[src/flash_sd_pkg.sv]
`default_nettype none

package flash_sd_pkg;

   //////////////////////////////////////////////////
   // Bus and wire types
   //////////////////////////////////////////////////

   typedef logic [7:0] spi_byte_t;      // Byte on CPU data bus or SPI wire
   typedef logic [7:0] zx_port_t;       // Low I/O address or register number

   // Indirect register numbers
   localparam zx_port_t REG_SPI_DATA = 8'h02;   // SPI data, read and write
   localparam zx_port_t REG_FLASH_CS = 8'h03;   // Bit 0 drives flash CS

   // ZXMMC and DIVMMC card ports
   localparam zx_port_t PORT_ZXMMC_CS   = 8'h1F;
   localparam zx_port_t PORT_ZXMMC_SPI  = 8'h3F;
   localparam zx_port_t PORT_DIVMMC_CS  = 8'hE7;
   localparam zx_port_t PORT_DIVMMC_SPI = 8'hEB;

   //////////////////////////////////////////////////
   // SPI engine
   //////////////////////////////////////////////////

   localparam spi_byte_t   SPI_DUMMY_BYTE = 8'hFF;  // Sent on read-started transfers
   localparam int unsigned SPI_BITS       = 8;      // Bits per transfer

   typedef logic [$clog2(SPI_BITS)-1:0] spi_bit_cnt_t;
   localparam spi_bit_cnt_t SPI_LAST_BIT = spi_bit_cnt_t'(SPI_BITS - 1);

   typedef enum logic {
      SPI_IDLE,                         // Waiting for a request edge
      SPI_SHIFT                         // Clocking one byte out and in
   } spi_state_t;

endpackage

`default_nettype wire

[src/flash_and_sd.sv]
`timescale 1ns/10ps
`default_nettype none

module flash_and_sd (
   input  logic                    clk,
   input  logic                    reset,
   // CPU bus
   input  logic [15:0]             a,
   input  logic                    iorq_n,
   input  logic                    rd_n,
   input  logic                    wr_n,
   input  flash_sd_pkg::zx_port_t  addr,      // Register number from the core
   input  logic                    ior,
   input  logic                    iow,
   input  flash_sd_pkg::spi_byte_t din,
   output flash_sd_pkg::spi_byte_t dout,
   output logic                    oe_n,
   // Configuration flash
   output logic                    flash_cs_n,
   output logic                    flash_clk,
   output logic                    flash_di,
   input  logic                    flash_do,
   // SD/MMC card
   output logic                    sd_cs_n,
   output logic                    sd_clk,
   output logic                    sd_mosi,
   input  logic                    sd_miso
);

   logic send_req;
   logic recv_req;
   logic card_selected;
   logic sclk;
   logic mosi;

   //////////////////////////////////////////////////
   // Decode and chip selects
   //////////////////////////////////////////////////

   spi_select_regs sel0 (
      .clk           (clk),
      .reset         (reset),
      .a             (a),
      .iorq_n        (iorq_n),
      .rd_n          (rd_n),
      .wr_n          (wr_n),
      .addr          (addr),
      .ior           (ior),
      .iow           (iow),
      .din           (din),
      .flash_cs_n    (flash_cs_n),
      .sd_cs_n       (sd_cs_n),
      .send_req      (send_req),
      .recv_req      (recv_req),
      .card_selected (card_selected)
   );

   // One shifter serves both devices
   spi_byte_engine eng0 (
      .clk           (clk),
      .reset         (reset),
      .send_req      (send_req),
      .recv_req      (recv_req),
      .din           (din),
      .card_selected (card_selected),
      .flash_miso    (flash_do),
      .sd_miso       (sd_miso),
      .dout          (dout),
      .oe_n          (oe_n),
      .sclk          (sclk),
      .mosi          (mosi)
   );

   // Shared clock and data out, CS picks the listener
   assign flash_clk = sclk;
   assign flash_di  = mosi;
   assign sd_clk    = sclk;
   assign sd_mosi   = mosi;

endmodule

`default_nettype wire

[src/spi_byte_engine.sv]
`timescale 1ns/10ps
`default_nettype none

module spi_byte_engine (
   input  logic                    clk,
   input  logic                    reset,
   input  logic                    send_req,      // High during data write
   input  logic                    recv_req,      // High during data read
   input  flash_sd_pkg::spi_byte_t din,
   input  logic                    card_selected, // SD is the MISO source
   input  logic                    flash_miso,
   input  logic                    sd_miso,
   output flash_sd_pkg::spi_byte_t dout,
   output logic                    oe_n,
   output logic                    sclk,
   output logic                    mosi
);

   flash_sd_pkg::spi_state_t   state;
   flash_sd_pkg::spi_bit_cnt_t bit_cnt;       // Bit in flight with MSB first
   flash_sd_pkg::spi_byte_t    tx_sr;         // Outgoing byte with top bit on wire
   flash_sd_pkg::spi_byte_t    rx_sr;         // Incoming bits
   flash_sd_pkg::spi_byte_t    rdata;         // Readback of last transfer
   flash_sd_pkg::spi_byte_t    load_byte;
   logic                       req;
   logic                       req_q;
   logic                       req_edge;
   logic                       miso;

   //////////////////////////////////////////////////
   // Request edge and CPU side
   //////////////////////////////////////////////////

   assign req      = send_req | recv_req;
   assign req_edge = req & ~req_q;            // One transfer per strobe

   always_ff @(posedge clk) begin
      if (reset)
         req_q <= 1'b0;
      else
         req_q <= req;                        // Tracked in SHIFT too so late edges drop
   end

   // Write sends CPU byte and read sends a dummy
   assign load_byte = send_req ? din : flash_sd_pkg::SPI_DUMMY_BYTE;

   assign miso = card_selected ? sd_miso : flash_miso;

   assign dout = rdata;                       // Always shows last received byte
   assign oe_n = ~recv_req;                   // Drive bus only during data read

   //////////////////////////////////////////////////
   // Transfer FSM
   //////////////////////////////////////////////////

   // 16 cycles in SHIFT with sclk toggling each clock
   always_ff @(posedge clk) begin
      if (reset) begin
         state   <= flash_sd_pkg::SPI_IDLE;
         bit_cnt <= '0;
         sclk    <= 1'b0;
         mosi    <= 1'b1;                     // Idle line high
         rdata   <= flash_sd_pkg::SPI_DUMMY_BYTE;
      end else begin
         case (state)
            flash_sd_pkg::SPI_IDLE: begin
               if (req_edge) begin
                  state   <= flash_sd_pkg::SPI_SHIFT;
                  bit_cnt <= '0;
                  sclk    <= 1'b0;
                  mosi    <= load_byte[7];    // MSB ready before first rise
               end
            end
            flash_sd_pkg::SPI_SHIFT: begin
               if (!sclk) begin
                  sclk <= 1'b1;               // Rising edge samples MISO below
               end else begin
                  sclk <= 1'b0;               // Falling edge
                  if (bit_cnt == flash_sd_pkg::SPI_LAST_BIT) begin
                     state <= flash_sd_pkg::SPI_IDLE;
                     mosi  <= 1'b1;
                     rdata <= rx_sr;          // Readable from next cycle
                  end else begin
                     bit_cnt <= bit_cnt + flash_sd_pkg::spi_bit_cnt_t'(1);
                     mosi    <= tx_sr[6];     // Next bit on falling edge
                  end
               end
            end
            default: state <= flash_sd_pkg::SPI_IDLE;
         endcase
      end
   end

   //////////////////////////////////////////////////
   // Shift registers
   //////////////////////////////////////////////////

   always_ff @(posedge clk) begin
      if (state == flash_sd_pkg::SPI_IDLE) begin
         if (req_edge)
            tx_sr <= load_byte;
      end else if (sclk) begin
         tx_sr <= {tx_sr[6:0], 1'b1};         // Advance with the falling edge
      end else begin
         rx_sr <= {rx_sr[6:0], miso};         // Sample as sclk rises
      end
   end

   // Select block must never decode a read and a write at once
   assert property (@(posedge clk) disable iff (reset) !(send_req && recv_req))
      else $error("spi_byte_engine: send and receive requested together");

   assert property (@(posedge clk) disable iff (reset)
                    (state == flash_sd_pkg::SPI_IDLE) |-> !sclk)
      else $error("spi_byte_engine: sclk high while idle");

endmodule

`default_nettype wire

[src/spi_select_regs.sv]
`timescale 1ns/10ps
`default_nettype none

module spi_select_regs (
   input  logic                    clk,
   input  logic                    reset,
   // Direct Z80 I/O cycle
   input  logic [15:0]             a,           // Only low byte decoded
   input  logic                    iorq_n,
   input  logic                    rd_n,
   input  logic                    wr_n,
   // Indirect register access
   input  logic [7:0]              addr,        // Latched register number
   input  logic                    ior,
   input  logic                    iow,
   input  flash_sd_pkg::spi_byte_t din,
   // Chip selects and engine requests
   output logic                    flash_cs_n,
   output logic                    sd_cs_n,
   output logic                    send_req,    // Data port write
   output logic                    recv_req,    // Data port read
   output logic                    card_selected
);

   //////////////////////////////////////////////////
   // Address decode
   //////////////////////////////////////////////////

   flash_sd_pkg::zx_port_t port_lo;
   flash_sd_pkg::zx_port_t reg_num;
   logic                   flash_cs_wr;     // Indirect CS register write
   logic                   card_cs_wr;      // ZXMMC or DIVMMC select write
   logic                   reg_data_hit;
   logic                   card_data_hit;

   assign port_lo = a[7:0];                 // Upper byte ignored like the real ports
   assign reg_num = addr;

   assign flash_cs_wr = iow && (reg_num == flash_sd_pkg::REG_FLASH_CS);

   assign card_cs_wr = !iorq_n && !wr_n &&
                       ((port_lo == flash_sd_pkg::PORT_ZXMMC_CS) ||
                        (port_lo == flash_sd_pkg::PORT_DIVMMC_CS));

   assign reg_data_hit  = (reg_num == flash_sd_pkg::REG_SPI_DATA);
   assign card_data_hit = !iorq_n &&
                          ((port_lo == flash_sd_pkg::PORT_ZXMMC_SPI) ||
                           (port_lo == flash_sd_pkg::PORT_DIVMMC_SPI));

   // Level requests, edge detect is in the engine
   assign send_req = (reg_data_hit && iow) || (card_data_hit && !wr_n);
   assign recv_req = (reg_data_hit && ior) || (card_data_hit && !rd_n);

   //////////////////////////////////////////////////
   // Chip-select registers
   //////////////////////////////////////////////////

   // Selecting one device always drops the other
   always_ff @(posedge clk) begin
      if (reset) begin
         flash_cs_n <= 1'b1;                // Both released
         sd_cs_n    <= 1'b1;
      end else if (flash_cs_wr) begin       // Indirect register has priority
         flash_cs_n <= din[0];
         sd_cs_n    <= 1'b1;
      end else if (card_cs_wr) begin
         sd_cs_n    <= din[0];
         flash_cs_n <= 1'b1;
      end
   end

   assign card_selected = !sd_cs_n;         // MISO source for the engine

   // Flash and card must never share the bus
   assert property (@(posedge clk) disable iff (reset) flash_cs_n || sd_cs_n)
      else $error("spi_select_regs: flash and SD selected together");

endmodule

`default_nettype wire

[config.mk]
export PLATFORM = sky130hd
export DESIGN_NAME = flash_and_sd
export DESIGN_NICKNAME = d
export VERILOG_FILES = /design/src/flash_sd_pkg.sv /design/src/flash_and_sd.sv /design/src/spi_byte_engine.sv /design/src/spi_select_regs.sv
export SDC_FILE = /design/constraint.sdc
export NUM_CORES = 1
export LEC_CHECK = 0
export ABC_AREA = 1
export BUFFER_PORTS_ARGS = -buffer_cell sky130_fd_sc_hd__buf_2
export CAP_MARGIN = 20
export CORE_MARGIN = 5
export CORE_UTILIZATION = 43
export DETAILED_ROUTE_END_ITERATION = 10
export GPL_TIMING_DRIVEN = 1
export PLACE_DENSITY_LB_ADDON = 0.3
export SKIP_CTS_REPAIR_TIMING = 1
export SLEW_MARGIN = 15
export SYNTH_ARGS = -nofsm -noshare
export SYNTH_HDL_FRONTEND = slang
export SYNTH_SLANG_ARGS = --single-unit
[constraint.sdc]
create_clock -name clk -period 1.5 [get_ports clk]
set_input_delay 0.3 -clock clk [delete_from_list [all_inputs] [get_ports clk]]
set_output_delay 0.3 -clock clk [all_outputs]
set_load 0.01 [all_outputs]
## Word level (Yosys, flattened, before mapping)

Cells that the tools add are included.

- Latch bits: 0
- Output and inout port bits: 15
- Memory bits (writable): 0
- Bits in read-only memories: 0
- Input port bits: 41
- Word-level logic and storage cells: 72
- Memories: 0
- Bits in registers: 32

- $mul: 0
- Equality and inequality tests: 10
- Bitwise operators: 6
- Reduce and logical (&&, ||, !) cells: 23
- Muxes and demuxes: 22
- Div/mod/pow operators: 0
- $lt $le $gt $ge: 0
- $add $sub $neg: 1
- Shifts and indexed selects: 0

Operators by type and width:

| operator | number |
|---|---|
| two-way mux 7 bit | 3 |
| equality test 8 x 2 -> 1 bit, second input constant | 2 |
| equality test 8 bit, second input constant | 2 |
| two-way mux 1 bit | 11 |
| two-way mux 3 bit | 3 |
| equality test 8 x 5 -> 1 bit, second input constant | 1 |
| equality test 8 x 6 -> 1 bit, second input constant | 1 |
| logical AND 1 bit | 8 |
| two-way mux 8 bit | 1 |
| one-hot mux 1 bit (2 select lines) | 3 |
| one-hot mux 3 bit (2 select lines) | 1 |
| AND reduction 2 bit | 3 |
| AND reduction 3 bit | 2 |
| logical OR 1 bit | 4 |
| != test 2 x 1 -> 1 bit, second input constant | 2 |
| NOT 1 bit | 4 |
| nonzero test 2 bit | 2 |
| adder 3 x 1 -> 3 bit, second input constant | 1 |
| equality test 3 bit, second input constant | 1 |
| logical NOT 1 bit | 3 |
| != test 2 bit, second input constant | 1 |
| OR reduction 2 bit | 1 |
| AND 1 bit | 1 |
| OR 1 bit | 1 |

## Logic depth before layout (Yosys ltp)

- Depth after elaboration: 9
- Depth in mapped cells: 14
- Mapped depth without buffers: 14

## Hierarchy

Synthesis repeated with hierarchy kept, for this count alone.

- Cells, all modules: 161
- Area, all modules: 1437.6 µm²

Modules (own cells, without submodules):

| module | area an instance (µm²) | times used | cells an instance | seq. area each (µm²) |
|---|---|---|---|---|
| spi_byte_engine | 1147.4 | 1 | 102 | 750.7 |
| spi_select_regs | 275.3 | 1 | 57 | 40.0 |
| flash_and_sd | 15.0 | 1 | 2 | 0.0 |

## Worst setup path before layout

No wires, ideal clock.

- Kind: reg2reg
- Start: register eng0.state
- End: register eng0.bit_cnt[2]
- Period minus slack after synthesis: 1.454 ns
- Data required time: 1.387 ns
- Path slack: 0.046 ns
- Path buffers: 0
- Library setup time: 0.113 ns
- Cell stages (with the launch flop): 8
- Data arrival time: 1.341 ns
- Cells stage by stage: dfxtp_1 > clkinv_1 > nor2_1 > inv_1 > nand3_1 > nand2_1 > nand2_1 > nor2_1

- Cells in the longest elaborated chain, start to end: 3
- Elaborated cells between the ends (all ways): 6
- Classes of those cells: 3 x eq/ne; 1 x mux; 1 x bitwise; 1 x reduce/logical

Ends and longest elaborated chain:

| what | RTL line | source |
|---|---|---|
| from (decl) | spi_byte_engine.sv:19 | `flash_sd_pkg::spi_state_t state;` |
| from (signal assigned) | spi_byte_engine.sv:59 | `state <= flash_sd_pkg::SPI_IDLE;` |
| from (signal assigned) | spi_byte_engine.sv:68 | `state <= flash_sd_pkg::SPI_SHIFT;` |
| from (signal assigned) | spi_byte_engine.sv:80 | `state <= flash_sd_pkg::SPI_IDLE;` |
| NOT 1 bit | - |  |
| != test 2 x 1 -> 1 bit (no source line) | - |  |
| AND reduction 3 bit (no source line) | - |  |
| to (signal assigned) | spi_byte_engine.sv:84 | `bit_cnt <= bit_cnt + flash_sd_pkg::spi_bit_cnt_t'(1);` |
| to (decl) | spi_byte_engine.sv:20 | `flash_sd_pkg::spi_bit_cnt_t bit_cnt;` |

Several ways; a longest one is shown, not always the timed one.
A chain may end at the register's enable or synchronous reset.

## Worst setup path in the final report

- Start: input port addr[7]
- End: register eng0.tx_sr[5] (data pin)

- Cells in the longest elaborated chain, start to end: 6

Ends and longest elaborated chain:

| what | RTL line | source |
|---|---|---|
| from (decl) | flash_and_sd.sv:12 | `input flash_sd_pkg::zx_port_t addr,` |
| equality test 8 x 2 -> 1 bit | spi_select_regs.sv:45 | `assign reg_data_hit = (reg_num == flash_sd_pkg::REG_SPI_DATA);` |
| logical AND 1 bit | spi_select_regs.sv:51 | `assign send_req = (reg_data_hit && iow) \|\| (card_data_hit && !wr_n);` |
| logical OR 1 bit | spi_select_regs.sv:51 |  |
| two-way mux 8 bit | spi_byte_engine.sv:45 | `assign load_byte = send_req ? din : flash_sd_pkg::SPI_DUMMY_BYTE;` |
| two-way mux 7 bit | spi_byte_engine.sv:100 | `if (req_edge)` |
| two-way mux 7 bit | spi_byte_engine.sv:99 | `if (state == flash_sd_pkg::SPI_IDLE) begin` |
| to (signal assigned) | spi_byte_engine.sv:101 | `tx_sr <= load_byte;` |
| to (signal assigned) | spi_byte_engine.sv:103 | `tx_sr <= {tx_sr[6:0], 1'b1};` |
| to (decl) | spi_byte_engine.sv:21 | `flash_sd_pkg::spi_byte_t tx_sr;` |

No other way between the ends. The select of a mux whose other input is x is not followed.

==> results.txt <==
----------------------------------------------------
[Global route]
  Busiest grt layer ... met2
  Final global-route overflow total ... 0
  Via count of the first global-routing pass ... 1,186
  Antenna violations before repair ... 0
  Maximum number of pins on one net before global-route repair ... 16
  GRT met2 Usage ... 22.6%
  Global-route met3 utilization ... 5.67%
  First-pass GRT wire length ... 4930 µm
  GR Layer Usage met1 ... 17.5%
  Global-route usage over all layers ... 14.3%

[Floorplan]
  I/O pin cnt ... 56
  Site Rows ... 21
  Die area ... 0.00475 mm²
  Die extent in y ... 68.9 µm
  Core area ... 0.00334 mm²
  Initial cell density of the core ... 44.7%
  Overall die width ... 68.9 µm

[Worst setup path]
  Required time at the endpoint of the critical path ... 1.57 ns
  Critical path startpoint category ... primary input
  Maximum fanout encountered on the critical timing path ... 7
  Setup slack of the most critical reg-to-reg path ... 0.17 ns
  Critical Setup Path Class ... primary input to register
  Worst EP arrival ... 1.47 ns
  Setup crit end kind ... register

[Detailed routing]
  Detailed-route DRC error count ... 0
  Number of iterations in the first detailed-routing pass ... 4
  First DRT Iteration DRCs ... 63
  Number of vias per cell ... 4.68
  Routed wirelength normalized by instance count ... 10.9 µm
  Via count of the routed design ... 1,362
  Final Routed Wirelength ... 3180 µm
  Post-DRT Antenna Nets ... 0

[Power and ir drop]
  Total power of the final layout ... 0.00148 W
  Leakage ... 0.891 nW
  Max IR drop VDD ... 0.312 mV
  Power density relative to cell area ... 739 mW/mm²

[Final layout]
  Area used by multi-input combinational logic ... 619 µm²
  Commonest cells after routing, fill and taps aside ... 53 x nand2_1, 44 x buf_2, 16 x inv_1, 16 x dfxtp_1
  Post-layout instance area ... 0.00200 mm²
  Area delta synth->final ... 33.9%
  FILL cells ... 321
  Layout cells sized above 1 ... 38.8%
  Fin util ... 59.8%
  NumNets Final ... 287
  Most frequent standard cell in the layout excluding fill and tap cells ... nand2_1
  Area taken by flip-flops and latches ... 792 µm²
  Number of diodes added for antenna fixing ... 0

[Job]
  Max Cap Violations ... 0

[STA]
  Period utilization ... 93.4%
  Total count of max-transition violations in the final report ... 0
  Max Clock Skew ... 0.0117 ns
  Actual slew at the worst max-slew pin ... 0.483 ns
  Final setup violation count ... 0
  Count of final hold-check violations ... 0
  Highest achievable clock rate ... 714 MHz
  Max-slew headroom at the worst pin ... 67.7%
  Worst Slack Setup Final ... 0.0994 ns
  Minimum period implied by the final worst setup slack ... 1.40 ns
  Total Neg Setup Slack ... 0 ns

[Clock network]
  Worst-path clk slew ... 0.09 ns
  Clock tree from TritonCTS ... done
  Clk_lat worst skew ... 0.32 ns
  Total number of H-tree levels ... 2
  Maximum buffer depth of the clock tree ... 2
  Clock Tree Root ... clkbuf_4
  Clock buffer count from CTS ... 5
  CTS Sinks ... 32

[Placement]
  Count of buffers inserted at the top-level ports ... 47
  Final HPWL from detailed placement ... 2410 µm
  Area after detailed placement ... 0.00186 mm²
  Final weighted congestion in routability-driven placement ... 0.730
  Post-placement setup slack ... -0.154 ns

[Status]
  Outcome ... complete, no violations

[Synthesis]
  Synthesized flop and latch total ... 32
  Synth Warn # ... 0
  Number of distinct library cell variants in the gate-level netlist after synthesis ... 28
  Portion of the post-synthesis area used by sequential elements ... 53.0%
  Post-Syn Area per Cell ... 8.38 µm²
  Synthesized Nets ... 221
  Area of the mapped netlist ... 0.00149 mm²
  Number of standard cells after synthesis ... 178

[Min path]
  Worst hold-check path type ... primary input to register

----------------------------------------------------
[flip-flops by register name (all words and copies together) (netlist names)]
signal and count:
sel0.sd_cs_n 1, eng0.sclk 1, eng0.req_q 1, eng0.state 1, eng0.mosi 1, sel0.flash_cs_n 1
eng0.tx_sr 7, eng0.bit_cnt 3, eng0.rx_sr 8, eng0.dout 8
[cells in the mapped netlist (all sizes together)]
cell / instances / area share [%]
ha: 2 / 1.7
edfxtp: 15 / 30
clkinv: 1 / 0.25
o211ai: 2 / 1.0
dfxtp: 17 / 23
nor3: 4 / 1.3
nand3: 18 / 7.2
a31o: 1 / 0.59
nor2: 15 / 4.3
nand4: 1 / 0.42
o21ai: 9 / 3.0
nor3b: 1 / 0.84
a22o: 1 / 0.59
a21oi: 2 / 0.92
a211oi: 1 / 0.50
inv: 23 / 5.8
buf: 2 / 1.0
nand2: 60 / 16
mux2: 1 / 0.75
clkbuf: 2 / 0.50
[metal layers]
layer  vias to the layer above  part of all wire (%)
met5                         -                     0
met3                         2                   8.9
li1                        710                     -
met4                         0                  0.25
met2                        45                    48
met1                       605                    43
[kinds of logic (layout without fill, tap and decap cells)]
kind of cell | Yosys count | in the layout | synth area share, %
simple gates | 99 | 99 | 30.4
buf+inv | 28 | 95 | 7.55
mux | 1 | 1 | 0.755
compound gates | 16 | 16 | 6.63
fa+ha+maj | 2 | 2 | 1.68
flops | 32 | 32 | 53.0
[power breakdown]
group	leakage [nW]	switching, W	total, W	internal [W]
clock	0.0269	0.000266	0.000446	0.000180
combinational	0.601	0.0000565	0.000117	0.0000610
sequential	0.264	0.00000237	0.000912	0.000910
[metrics by stage]
stage | cells | hold WS (ns)
2_1_floorplan | 178 | 0.369
3_3_place_gp | 279 | 0.433
3_5_place_dp | 279 | 0.437
4_1_cts | 287 | 0.138
5_1_grt | 291 | 0.139
6_report | 291 | 0.162
[path summary, 6_finish.rpt]
check             cells after the start            start       endpoint
setup reg to reg                      7  eng0.bit_cnt[0]   eng0.dout[5]
setup / recovery                     10          addr[7]  eng0.tx_sr[5]
hold reg to reg                       0    eng0.rx_sr[6]  eng0.rx_sr[7]
hold / removal                        2            reset     eng0.req_q
[cell type report]
class                      count  share of cell area, %
sequential                    32                   39.7
clock buffer                   7                   2.26
inverter                      24                   4.64
tap                           46                   2.88
multi-input combinational    118                   31.0
timing repair buffer          63                   19.4
clock inverter                 1                  0.188
[critical path: stages]
cell and delay, ns:
buf_2 0.10, nor2_1 0.10, nor3b_4 0.22, buf_4 0.15
nand3_1 0.07, nand2_2 0.09, inv_2 0.06, buf_12 0.13
o21ai_0 0.18, nand2_1 0.07
(Power assumes the default switching activity.)
